===== src/logic/draw_pkg.sv =====
package draw_pkg;

    // Move direction encoded in key priority order
    typedef enum logic [1:0] {
        DIR_DOWN  = 2'd0,
        DIR_UP    = 2'd1,
        DIR_RIGHT = 2'd2,
        DIR_LEFT  = 2'd3
    } dir_t;

    // One bit per channel
    typedef struct packed {
        logic r;
        logic g;
        logic b;
    } colour_t;

    localparam colour_t COL_BLACK = 3'b000;
    localparam colour_t COL_WHITE = 3'b111;
    localparam colour_t COL_RED   = 3'b100;

    // 160x120 frame
    localparam logic [7:0] FRAME_W = 8'd160;
    localparam logic [6:0] FRAME_H = 7'd120;

    // Cursor coordinate wide enough for grids up to 32 cells
    localparam int COORD_W = 5;

endpackage


===== src/logic/grid_if.sv =====
interface grid_if;
    import draw_pkg::*;

    logic [COORD_W-1:0] cell_x;    // Cell addressed by the renderer
    logic [COORD_W-1:0] cell_y;
    logic               cell_set;  // Bitmap bit of that cell
    logic [COORD_W-1:0] cursor_x;
    logic [COORD_W-1:0] cursor_y;

    // Combinational read without handshake
    modport render (
        output cell_x,
        output cell_y,
        input  cell_set,
        input  cursor_x,
        input  cursor_y
    );

    modport store (
        input  cell_x,
        input  cell_y,
        output cell_set,
        output cursor_x,
        output cursor_y
    );

endinterface


===== src/logic/key_decode.sv =====
module key_decode #(
    parameter int MOVE_DELAY = 100000
) (
    input  logic                CLOCK_50,
    input  logic                arst_n,
    input  logic [3:0]          key,       // Active low
    output logic                move_stb,
    output draw_pkg::dir_t      move_dir
);
    import draw_pkg::*;

    localparam int CNT_W = (MOVE_DELAY > 0) ? $clog2(MOVE_DELAY + 1) : 1;

    logic [3:0]       key_q;     // Active high after sync
    logic [CNT_W-1:0] cooldown;

    always_ff @(posedge CLOCK_50 or negedge arst_n) begin
        if (!arst_n) begin
            key_q <= 4'b0000;
        end else begin
            key_q <= ~key;
        end
    end

    // Fire as soon as the cooldown has run out
    assign move_stb = (cooldown == '0) && (|key_q);

    always_comb begin
        if (key_q[0])
            move_dir = DIR_DOWN;
        else if (key_q[1])
            move_dir = DIR_UP;
        else if (key_q[2])
            move_dir = DIR_RIGHT;
        else if (key_q[3])
            move_dir = DIR_LEFT;
        else
            move_dir = DIR_DOWN;  // Don't care without strobe
    end

    always_ff @(posedge CLOCK_50 or negedge arst_n) begin
        if (!arst_n) begin
            cooldown <= '0;
        end else if (move_stb) begin
            cooldown <= CNT_W'(MOVE_DELAY);
        end else if (cooldown != '0) begin
            cooldown <= cooldown - 1'b1;
        end
    end

endmodule


===== src/logic/cursor_grid.sv =====
module cursor_grid #(
    parameter int GRID_SIZE = 28
) (
    input  logic                          CLOCK_50,
    input  logic                          arst_n,
    input  logic                          move_stb,
    input  draw_pkg::dir_t                move_dir,
    input  logic                          draw_en,
    grid_if.store                         grid,
    output logic [draw_pkg::COORD_W-1:0] cursor_x,
    output logic [draw_pkg::COORD_W-1:0] cursor_y
);
    import draw_pkg::*;

    localparam logic [COORD_W-1:0] HOME = COORD_W'(GRID_SIZE / 2);
    localparam logic [COORD_W-1:0] LAST = COORD_W'(GRID_SIZE - 1);

    // bitmap[y][x]
    logic [GRID_SIZE-1:0][GRID_SIZE-1:0] bitmap;

    // Cursor steps one cell and drops moves off the edge
    always_ff @(posedge CLOCK_50 or negedge arst_n) begin
        if (!arst_n) begin
            cursor_x <= HOME;
            cursor_y <= HOME;
        end else if (move_stb) begin
            case (move_dir)
                DIR_DOWN: begin
                    if (cursor_y < LAST)
                        cursor_y <= cursor_y + 1'b1;
                end
                DIR_UP: begin
                    if (cursor_y > '0)
                        cursor_y <= cursor_y - 1'b1;
                end
                DIR_RIGHT: begin
                    if (cursor_x < LAST)
                        cursor_x <= cursor_x + 1'b1;
                end
                default: begin  // Left
                    if (cursor_x > '0)
                        cursor_x <= cursor_x - 1'b1;
                end
            endcase
        end
    end

    // Marks the cell under the cursor before any move on the same edge
    always_ff @(posedge CLOCK_50 or negedge arst_n) begin
        if (!arst_n) begin
            bitmap <= '0;
        end else if (draw_en) begin
            bitmap[cursor_y][cursor_x] <= 1'b1;
        end
    end

    // Renderer may address past the grid near its edges
    always_comb begin
        if (grid.cell_x <= LAST && grid.cell_y <= LAST)
            grid.cell_set = bitmap[grid.cell_y][grid.cell_x];
        else
            grid.cell_set = 1'b0;
    end

    assign grid.cursor_x = cursor_x;
    assign grid.cursor_y = cursor_y;

endmodule


===== src/logic/pixel_render.sv =====
module pixel_render #(
    parameter int GRID_SIZE = 28,
    parameter int CELL_SIZE = 4,
    parameter int GRID_X0   = 10,
    parameter int GRID_Y0   = 10,
    parameter int PIXEL_DIV = 4
) (
    input  logic              CLOCK_50,
    input  logic              arst_n,
    grid_if.render            grid,
    output logic [7:0]        pixel_x,
    output logic [6:0]        pixel_y,
    output draw_pkg::colour_t pixel_colour,
    output logic              pixel_stb
);
    import draw_pkg::*;

    localparam int DIV_W     = (PIXEL_DIV > 1) ? $clog2(PIXEL_DIV) : 1;
    localparam int GRID_SPAN = GRID_SIZE * CELL_SIZE;

    logic [DIV_W-1:0] div_cnt;
    logic             tick;
    logic [7:0]       scan_x;
    logic [6:0]       scan_y;
    logic [7:0]       rel_x;
    logic [6:0]       rel_y;
    logic             in_grid;
    colour_t          colour;

    assign tick = (div_cnt == DIV_W'(PIXEL_DIV - 1));

    always_ff @(posedge CLOCK_50 or negedge arst_n) begin
        if (!arst_n) begin
            div_cnt <= '0;
            scan_x  <= '0;
            scan_y  <= '0;
        end else begin
            div_cnt <= tick ? '0 : div_cnt + 1'b1;
            if (tick) begin
                if (scan_x == FRAME_W - 1'b1) begin
                    scan_x <= '0;
                    scan_y <= (scan_y == FRAME_H - 1'b1) ? '0 : scan_y + 1'b1;
                end else begin
                    scan_x <= scan_x + 1'b1;
                end
            end
        end
    end

    // Wraps below the grid origin and in_grid masks that
    assign rel_x = scan_x - 8'(GRID_X0);
    assign rel_y = scan_y - 7'(GRID_Y0);

    assign grid.cell_x = COORD_W'(rel_x / CELL_SIZE);
    assign grid.cell_y = COORD_W'(rel_y / CELL_SIZE);

    assign in_grid = (scan_x >= GRID_X0) && (scan_x < GRID_X0 + GRID_SPAN)
                  && (scan_y >= GRID_Y0) && (scan_y < GRID_Y0 + GRID_SPAN);

    always_comb begin
        if (!in_grid)
            colour = COL_BLACK;
        else if (grid.cell_x == grid.cursor_x && grid.cell_y == grid.cursor_y)
            colour = COL_RED;
        else if (grid.cell_set)
            colour = COL_BLACK;
        else
            colour = COL_WHITE;
    end

    always_ff @(posedge CLOCK_50 or negedge arst_n) begin
        if (!arst_n)
            pixel_stb <= 1'b0;
        else
            pixel_stb <= tick;
    end

    // Pixel payload qualified by pixel_stb
    always_ff @(posedge CLOCK_50) begin
        if (tick) begin
            pixel_x      <= scan_x;
            pixel_y      <= scan_y;
            pixel_colour <= colour;
        end
    end

endmodule


===== src/logic/coord_display.sv =====
module coord_display (
    input  logic [draw_pkg::COORD_W-1:0] cursor_x,
    input  logic [draw_pkg::COORD_W-1:0] cursor_y,
    input  logic                          draw_en,
    output logic [6:0]                    hex0,
    output logic [6:0]                    hex1,
    output logic [6:0]                    hex2,
    output logic [6:0]                    hex3,
    output logic [9:0]                    ledr
);

    // Active low segments in gfedcba order
    function automatic logic [6:0] seg7(input logic [3:0] nib);
        case (nib)
            4'h0: seg7 = 7'b1000000;
            4'h1: seg7 = 7'b1111001;
            4'h2: seg7 = 7'b0100100;
            4'h3: seg7 = 7'b0110000;
            4'h4: seg7 = 7'b0011001;
            4'h5: seg7 = 7'b0010010;
            4'h6: seg7 = 7'b0000010;
            4'h7: seg7 = 7'b1111000;
            4'h8: seg7 = 7'b0000000;
            4'h9: seg7 = 7'b0010000;
            4'hA: seg7 = 7'b0001000;
            4'hB: seg7 = 7'b0000011;
            4'hC: seg7 = 7'b1000110;
            4'hD: seg7 = 7'b0100001;
            4'hE: seg7 = 7'b0000110;
            default: seg7 = 7'b0001110;  // F
        endcase
    endfunction

    assign hex0 = seg7(cursor_x[3:0]);
    assign hex1 = seg7({3'b000, cursor_x[4]});
    assign hex2 = seg7(cursor_y[3:0]);
    assign hex3 = seg7({3'b000, cursor_y[4]});

    // ledr[9] stays dark
    assign ledr = {1'b0, draw_en, cursor_x[2:0], cursor_y};

endmodule


===== src/logic/draw_pad.sv =====
module draw_pad #(
    parameter int GRID_SIZE  = 28,
    parameter int CELL_SIZE  = 4,
    parameter int GRID_X0    = 10,
    parameter int GRID_Y0    = 10,
    parameter int MOVE_DELAY = 100000,
    parameter int PIXEL_DIV  = 4
) (
    input  logic              CLOCK_50,
    input  logic              arst_n,
    input  logic [3:0]        key,         // Active low
    input  logic [9:0]        sw,
    output logic [6:0]        hex0,
    output logic [6:0]        hex1,
    output logic [6:0]        hex2,
    output logic [6:0]        hex3,
    output logic [9:0]        ledr,
    output logic [7:0]        pixel_x,
    output logic [6:0]        pixel_y,
    output draw_pkg::colour_t pixel_colour,
    output logic              pixel_stb
);
    import draw_pkg::*;

    logic               move_stb;
    dir_t               move_dir;
    logic [COORD_W-1:0] cursor_x;
    logic [COORD_W-1:0] cursor_y;

    grid_if grid_bus ();

    key_decode #(
        .MOVE_DELAY (MOVE_DELAY)
    ) u_key_decode (
        .CLOCK_50 (CLOCK_50),
        .arst_n   (arst_n),
        .key      (key),
        .move_stb (move_stb),
        .move_dir (move_dir)
    );

    cursor_grid #(
        .GRID_SIZE (GRID_SIZE)
    ) u_cursor_grid (
        .CLOCK_50 (CLOCK_50),
        .arst_n   (arst_n),
        .move_stb (move_stb),
        .move_dir (move_dir),
        .draw_en  (sw[1]),       // Draw switch
        .grid     (grid_bus.store),
        .cursor_x (cursor_x),
        .cursor_y (cursor_y)
    );

    pixel_render #(
        .GRID_SIZE (GRID_SIZE),
        .CELL_SIZE (CELL_SIZE),
        .GRID_X0   (GRID_X0),
        .GRID_Y0   (GRID_Y0),
        .PIXEL_DIV (PIXEL_DIV)
    ) u_pixel_render (
        .CLOCK_50     (CLOCK_50),
        .arst_n       (arst_n),
        .grid         (grid_bus.render),
        .pixel_x      (pixel_x),
        .pixel_y      (pixel_y),
        .pixel_colour (pixel_colour),
        .pixel_stb    (pixel_stb)
    );

    coord_display u_coord_display (
        .cursor_x (cursor_x),
        .cursor_y (cursor_y),
        .draw_en  (sw[1]),
        .hex0     (hex0),
        .hex1     (hex1),
        .hex2     (hex2),
        .hex3     (hex3),
        .ledr     (ledr)
    );

endmodule


===== config.mk =====
export PLATFORM = sky130hd
export DESIGN_NAME = draw_pad
export DESIGN_NICKNAME = d
export VERILOG_FILES = /design/src/logic/draw_pkg.sv /design/src/logic/grid_if.sv /design/src/logic/key_decode.sv /design/src/logic/cursor_grid.sv /design/src/logic/pixel_render.sv /design/src/logic/coord_display.sv /design/src/logic/draw_pad.sv
export SDC_FILE = /design/constraint.sdc
export NUM_CORES = 1
export LEC_CHECK = 0
export BUFFER_PORTS_ARGS = -buffer_cell sky130_fd_sc_hd__buf_2
export CAP_MARGIN = 40
export CORE_MARGIN = 1.5
export CORE_UTILIZATION = 25
export CTS_BUF_LIST = sky130_fd_sc_hd__clkbuf_8
export DETAILED_ROUTE_END_ITERATION = 7
export HOLD_SLACK_MARGIN = 0.15
export SYNTH_ARGS = -nofsm -noshare
export SYNTH_HDL_FRONTEND = slang
export SYNTH_SLANG_ARGS = --single-unit

===== constraint.sdc =====
create_clock -name CLOCK_50 -period 3.6 [get_ports CLOCK_50]
set_clock_uncertainty 0.15 [all_clocks]
set_input_delay 0.18 -clock CLOCK_50 [delete_from_list [all_inputs] [get_ports CLOCK_50]]
set_output_delay 0.18 -clock CLOCK_50 [all_outputs]
set_load 0.01 [all_outputs]

==> results of run 1 <==
## registers in the layout (all words and copies together) (netlist names)
name / cells
u_cursor_grid.bitmap: 784
u_cursor_grid.cursor_x: 5
u_cursor_grid.cursor_y: 5
u_key_decode.cooldown: 17
u_key_decode.key_q: 4
u_pixel_render.div_cnt: 2
u_pixel_render.pixel_colour: 2
u_pixel_render.pixel_stb: 1
u_pixel_render.pixel_x: 8
u_pixel_render.pixel_y: 7
u_pixel_render.scan_x: 8
u_pixel_render.scan_y: 7
## cells by family (layout without fill, tap and decap cells)
| family | after synthesis | count (layout) |
|---|---|---|
| other | 2 | 8 |
| XOR/XNOR | 47 | 47 |
| buffers and inverters | 279 | 675 |
| adder cells (fa/ha/maj) | 30 | 30 |
| flip-flops | 850 | 850 |
| AND/OR/NAND/NOR | 526 | 526 |
| multiplexers | 223 | 223 |
| AO/OA/AOI/OAI | 1015 | 1015 |
## per-stage QoR
step	total power [mW]	utilization, %	instances
2_1_floorplan	10.3	-	2977
3_3_place_gp	10.8	28.1	5072
3_5_place_dp	10.8	28.2	5078
4_1_cts	19.4	30.3	5340
5_1_grt	19.9	30.9	5390
6_report	19.2	30.9	5390
## per-layer routing
layer | global-route usage (%) | vias up
li1 | - | 11500
met1 | 21.7 | 14300
met2 | 25.9 | 1178
met3 | 3.16 | 316
met4 | 8.11 | 2
met5 | 0 | -
## area by class of cell
cell class	count	area [sq um]
Clock inverter	66	445
Inverter	27	101
Fill cell	15000	103000
Timing Repair Buffer	414	3990
Antenna cell	1	2.50
Multi-Input combinational cell	1848	15600
Clock buffer	168	2310
Tap cell	2016	2520
Sequential cell	850	21400
## worst max-delay path by stage
stage,start,to,cells after the start
2_1_floorplan,u_pixel_render.scan_y[2],u_pixel_render.pixel_colour[0],14
3_3_place_gp,u_pixel_render.scan_y[1],u_pixel_render.pixel_colour[0],14
3_5_place_dp,u_pixel_render.scan_y[1],u_pixel_render.pixel_colour[0],14
4_1_cts,u_pixel_render.scan_y[1],u_pixel_render.pixel_colour[0],13
5_1_grt,u_pixel_render.scan_y[1],u_pixel_render.pixel_colour[0],15
6_report,u_pixel_render.scan_y[1],u_pixel_render.pixel_colour[0],15
## cells in the mapped netlist, drive strengths merged (30+ instances only)
master / instances / share of area (%)
dfrtp: 827 / 55
nor2: 91 / 0.95
o21ai: 44 / 0.60
a22oi: 32 / 0.64
clkbuf: 165 / 1.6
a21o: 404 / 8.0
a21oi: 50 / 0.67
mux2i: 51 / 1.4
nand3: 97 / 1.3
mux4: 161 / 9.6
xnor2: 30 / 0.74
o21bai: 379 / 7.5
nand2: 205 / 2.0
buf: 87 / 1.5
## timing repair
action / in CTS / in global routing
hold endpoints to repair: 1016 / 0
cloned: 2 / 5
buffers inserted: 14 / 45
gates resized for setup: 24 / 87
pin swaps: 9 / 33
hold buffers: 12 / 0
endpoints found under the setup margin: 2 / 3
## power by group through the flow
stage	combinational [mW]	clock, mW	sequential (mW)
after floorplan	0.351	0	9.98
after global placement	0.768	0	10.0
after detailed placement	0.782	0	10.0
after CTS	0.802	8.73	9.84
after global routing	0.868	9.15	9.86
final	0.794	8.53	9.85
==> metrics.yaml, run 1 <==
top_layer_used: "met5"
max_cap_viol_count: 0
post-route-min-period_ns: 3.54
hold_violations: 0
seqPwrFrac_pct: 51.4
syn_area_per_cell_sq_um: 12.7
postRouteWirelength_mm: 128
placed_area_sq_mm: 0.0422
synth_edf_count: 17
p_leak_nw: 23.3
dr_wl_met3_mm: 9.06
whs_path_depth: 1
fin_setup_tns_ns: 0
final_common_cell: "dfrtp_1"
area_delta_synth_final_pct: 22.8
coreArea_sq_mm: 0.150
setup_viol: 0
drt_iter0_markers: 2534
syn_inst: 2972
met1_length_mm: 53.8
hold_start: "u_pixel_render.div_cnt[0]"
cts.path.max_buffers: 3
synth_xor_area_share_pct: 1.15
place_hpwl_mm: 82.0
r2r_slack_ns: 0.06
grt_max_degree: 94
clk_pin_slew_ns: 0.08
rr_endpoint: "u_pixel_render.pixel_colour[0]"
synth-seq-cells: 850
cts-root-buf: "clkbuf_8"
cts_buffers: 136
ys_warn_count: 0
synthMuxAreaShare_pct: 11.3
crit_chain: "inv_2 -> ha_4 -> xor2_4 -> buf_4 -> buf_12 -> buf_16 -> buf_12 -> mux4_2 -> a21oi_1 -> o21ai_1 -> a221oi_2 -> o41ai_2 -> buf_4 -> o22ai_2 -> nor3b_2"
critPathSlowestCell: "mux4_2"
yosysSeqAreaShare_pct: 56.6
io_buffers: 56
pwr_density_cell_mw_per_mm2: 414
crit_type: "flop to flop"
max_slew_margin_pct: 40.7
hold_path_class: "flop to flop"
timing.rr.start: "u_pixel_render.scan_y[1]"
fin_nets: 3323
cp_max_fo: 9
startpoint_type: "flop"
synth_flop_cell: "dfrtp_1"
grt_first_pass_wirelength_mm: 189
path_buf_inv: 6
top_level_ports: 73
p_int_mw: 14.5
die-area_sq_mm: 0.153
status: "completed"
setup_slack_ns: 0.0624
swShare_pct: 24.6
p_clk_share_pct: 44.5
clkSinkCount: 850
wl_per_cell_um: 23.7
grt-ovfl-total: 0
synthAdderAreaFrac_pct: 1.03
dp_slack_ns: -0.381
synth-compound-area-share_pct: 19.9
met2WireLength_mm: 58.4
synth_cell_type_count: 84
clk_latency_ns: 0.83
synthSimpleGateAreaFrac_pct: 6.59
fp.dieH_um: 391
vias_per_cell: 5.07
ir_worst_vdd_mv: 0.357
vias: 27300
grtUsageTotal_pct: 16.5
worst_slew_pin_slew_ns: 0.890
slowest_delay_ns: 0.50
rsz0062_at_grt: "true"
ys_async_sr_fraction_pct: 98.0
min_period_over_period_pct: 98.3
switchingPower_mw: 4.71
die_w_um: 391
timing.hold.ws_ns: 0.279
crit_path_end_kind: "flop"
cp_data_arrival_time_ns: 4.09
fmax_mhz: 283
route.detailed.drc: 0
required_ns: 4.15
cts_tree: "built"
antenna_found_initial: 2
first_global_vias: 27600
rr_worst_depth: 15
gp_congestion: 0.943
p_comb_share_pct: 4.1
drive_above_1_share_pct: 26.7
syn-cell-area_sq_mm: 0.0377
drv_slew: 0
firstDrtPassIters: 6
crit_family: "buffers and inverters"
cts_htree_levels: 4
design_area_sq_mm: 0.0463
std_cell_rows: 142
synth_top_family_by_area: "compound AO/OA/AOI/OAI gates"
initial_utilization_pct: 25.2
final_cell_mix: "dfrtp_1 (825), a21o_1 (404), o21bai_1 (379)"
whs_endpoint: "u_pixel_render.div_cnt[0]"
postRouteAntennaNets: 0
Power figures use the tool's default switching activity.
==> inputs of run 2 (changes only) <==
CAP_MARGIN = default   (was 40)
RECOVER_POWER = 25   (was default)
==> metrics.yaml, run 2 (synthesis gave the netlist of run 1 again) <==
status: "complete, but fails checks"  # was completed
violations: "setup timing"
top_level_ports: 73  # unchanged
met2_usage_pct: 26.0  # was 25.9%
route.detailed.drc: 0  # unchanged
drive_above_1_share_pct: 26.1  # was 26.7%
clkSinkCount: 850  # unchanged
final_common_cell: "dfrtp_1"  # unchanged
rr_worst_depth: 14  # was 15
drt_iter0_markers: 2543  # was 2,534
cts_tree: "built"  # unchanged
rsz0062_at_grt: "true"  # unchanged
final_util_pct: 30.9  # about the same
use_met3_pct: 3.45  # was 3.16%
initial_utilization_pct: 25.2  # unchanged
hold_path_class: "flop to flop"  # unchanged
p_leak_nw: 23.4  # was 23.3 nW
place_inst: 5072  # was 5,078
post-route-min-period_ns: 3.62  # was 3.54 ns
final_cell_mix: "dfrtp_1 (825), a21o_1 (404), o21bai_1 (379)"  # unchanged
coreArea_sq_mm: 0.150  # unchanged
timing.hold.ws_ns: 0.279  # about the same
crit_family: "compound AO/OA/AOI/OAI gates"  # was buffers and inverters
nFillCells: 15000  # about the same
wl_per_cell_um: 23.8  # was 23.7 um
fin_setup_tns_ns: -0.0159  # was 0 ns
die-area_sq_mm: 0.153  # unchanged
reg.largest.list: "u_cursor_grid.bitmap x784, u_key_decode.cooldown x17"  # unchanged
worst_slew_pin_slew_ns: 1.25  # was 0.890 ns
fmax_mhz: 277  # was 283 MHz
cp_max_fo: 7  # was 9
setup_slack_ns: -0.0159  # was 0.0624 ns
critPathSlowestCell: "mux4_2"  # unchanged
dp_slack_ns: -0.356  # was -0.381 ns
postRouteWirelength_mm: 128  # about the same
fp.dieH_um: 391  # unchanged
whs_endpoint: "u_pixel_render.div_cnt[0]"  # unchanged
min_period_over_period_pct: 100  # was 98.3%
slowest_delay_ns: 0.52  # was 0.50 ns
area_delta_synth_final_pct: 22.7  # was 22.8%
cp_data_arrival_time_ns: 4.13  # was 4.09 ns
place_hpwl_mm: 82.0  # about the same
clk_pin_slew_ns: 0.07  # was 0.08 ns
ir_worst_vdd_mv: 0.355  # was 0.357 mV
cts_buffers: 136  # unchanged
final_cells: 5393  # was 5,390
grtUsageTotal_pct: 16.6  # was 16.5%
largest_register_ffs: 784  # unchanged
crit_type: "flop to flop"  # unchanged
vias_per_cell: 5.09  # was 5.07
grt_max_degree: 94  # unchanged
required_ns: 4.12  # was 4.15 ns
cts_htree_levels: 4  # unchanged
hold_violations: 0  # unchanged
startpoint_type: "flop"  # unchanged
rr_endpoint: "u_pixel_render.pixel_colour[0]"  # unchanged
cts.path.max_buffers: 3  # unchanged
io_buffers: 56  # unchanged
hold_start: "u_pixel_render.div_cnt[0]"  # unchanged
fin_nets: 3322  # was 3,323
die_w_um: 391  # unchanged
clk_latency_ns: 0.86  # was 0.83 ns
max_cap_viol_count: 0  # unchanged
top_register: "u_cursor_grid.bitmap"  # unchanged
r2r_slack_ns: -0.02  # was 0.06 ns
antenna_found_initial: 2  # unchanged
grt.busiest_layer: "met2"  # unchanged
drv_slew: 0  # unchanged
firstDrtPassIters: 8  # was 6
grt-ovfl-total: 0  # unchanged
cts-root-buf: "clkbuf_8"  # unchanged
first_global_vias: 27700  # was 27,600
timing.rr.start: "u_pixel_render.scan_y[1]"  # unchanged
std_cell_rows: 142  # unchanged
crit_chain: "inv_2 -> ha_4 -> xor2_4 -> buf_6 -> buf_12 -> buf_16 -> buf_4 -> mux4_2 -> a221oi_1 -> nand3_1 -> o211ai_1 -> a32oi_1 -> o22ai_2 -> nor3b_2"  # was inv_2 -> ha_4 -> xor2_4 -> buf_4 -> buf_12 -> buf_16 -> buf_12 -> mux4_2 -> a21oi_1 -> o21ai_1 -> a221oi_2 -> o41ai_2 -> buf_4 -> o22ai_2 -> nor3b_2
whs_path_depth: 1  # unchanged
postRouteAntennaNets: 0  # unchanged
setup_viol: 1  # was 0
path_buf_inv: 5  # was 6
grt_first_pass_wirelength_mm: 189  # about the same
grt_use_met1_pct: 21.7  # about the same
crit_path_end_kind: "flop"  # unchanged
vias: 27400  # was 27,300
max_slew_margin_pct: 16.3  # was 40.7%
pwr_density_cell_mw_per_mm2: 413  # was 414 mW/mm^2
gp_congestion: 0.943  # unchanged
-- run 2: repair_timing --
action / CTS / global route
buffers inserted: 17 / 47
hold buffers: 12 / 0
endpoints found under the setup margin: 2 / 2
gates resized for setup: 35 / 70
endpoints found under the hold margin: 976 / 0
pin swaps: 10 / 31
cloned: 3 / 4
-- run 2: layout make-up --
cell class	instances	area (sq um)	area share [%]
Inverter	27	101	0.219
Clock buffer	167	2300	4.97
Multi-Input combinational cell	1848	15600	33.7
Clock inverter	70	435	0.941
Antenna cell	2	5.00	0.0108
Timing Repair Buffer	413	3950	8.52
Sequential cell	850	21400	46.2
Tap cell	2016	2520	5.45
-- run 2: worst max-delay path by stage --
stage / startpoint / endpoint / slack (ns) / depth (start not counted)
final: u_pixel_render.scan_y[1] / u_pixel_render.pixel_colour[0] / -0.02 / 14
after global routing: u_pixel_render.scan_y[1] / u_pixel_render.pixel_colour[0] / -0.14 / 14
after CTS: u_pixel_render.scan_y[1] / u_pixel_render.pixel_colour[0] / 0.0002 / 15
after detailed placement: u_pixel_render.scan_y[1] / u_pixel_render.pixel_colour[0] / -0.36 / 14
after global placement: u_pixel_render.scan_y[1] / u_pixel_render.pixel_colour[0] / -0.40 / 14
after floorplan: u_pixel_render.scan_y[2] / u_pixel_render.pixel_colour[0] / 0.05 / 14
-- run 2: metrics by stage --
| stage | instance area [sq um] | power (mW) |
|---|---|---|
| 2_1_floorplan | 37700 | 10.3 |
| 3_3_place_gp | 42200 | 10.8 |
| 3_5_place_dp | 42200 | 10.8 |
| 4_1_cts | 45400 | 19.3 |
| 5_1_grt | 46300 | 19.8 |
| 6_report | 46300 | 19.1 |
-- run 2: layer usage --
| metal | part of all wire, % | vias to the layer above |
|---|---|---|
| met3 | 7.2 | 305 |
| met4 | 5.1 | 0 |
| met5 | 0 | - |
| met1 | 42 | 14500 |
| li1 | - | 11500 |
| met2 | 46 | 1174 |
-- run 2: power breakdown --
part,switching [mW],internal (mW)
clock network,4.07,4.43
logic,0.537,0.258
registers,0.111,9.74
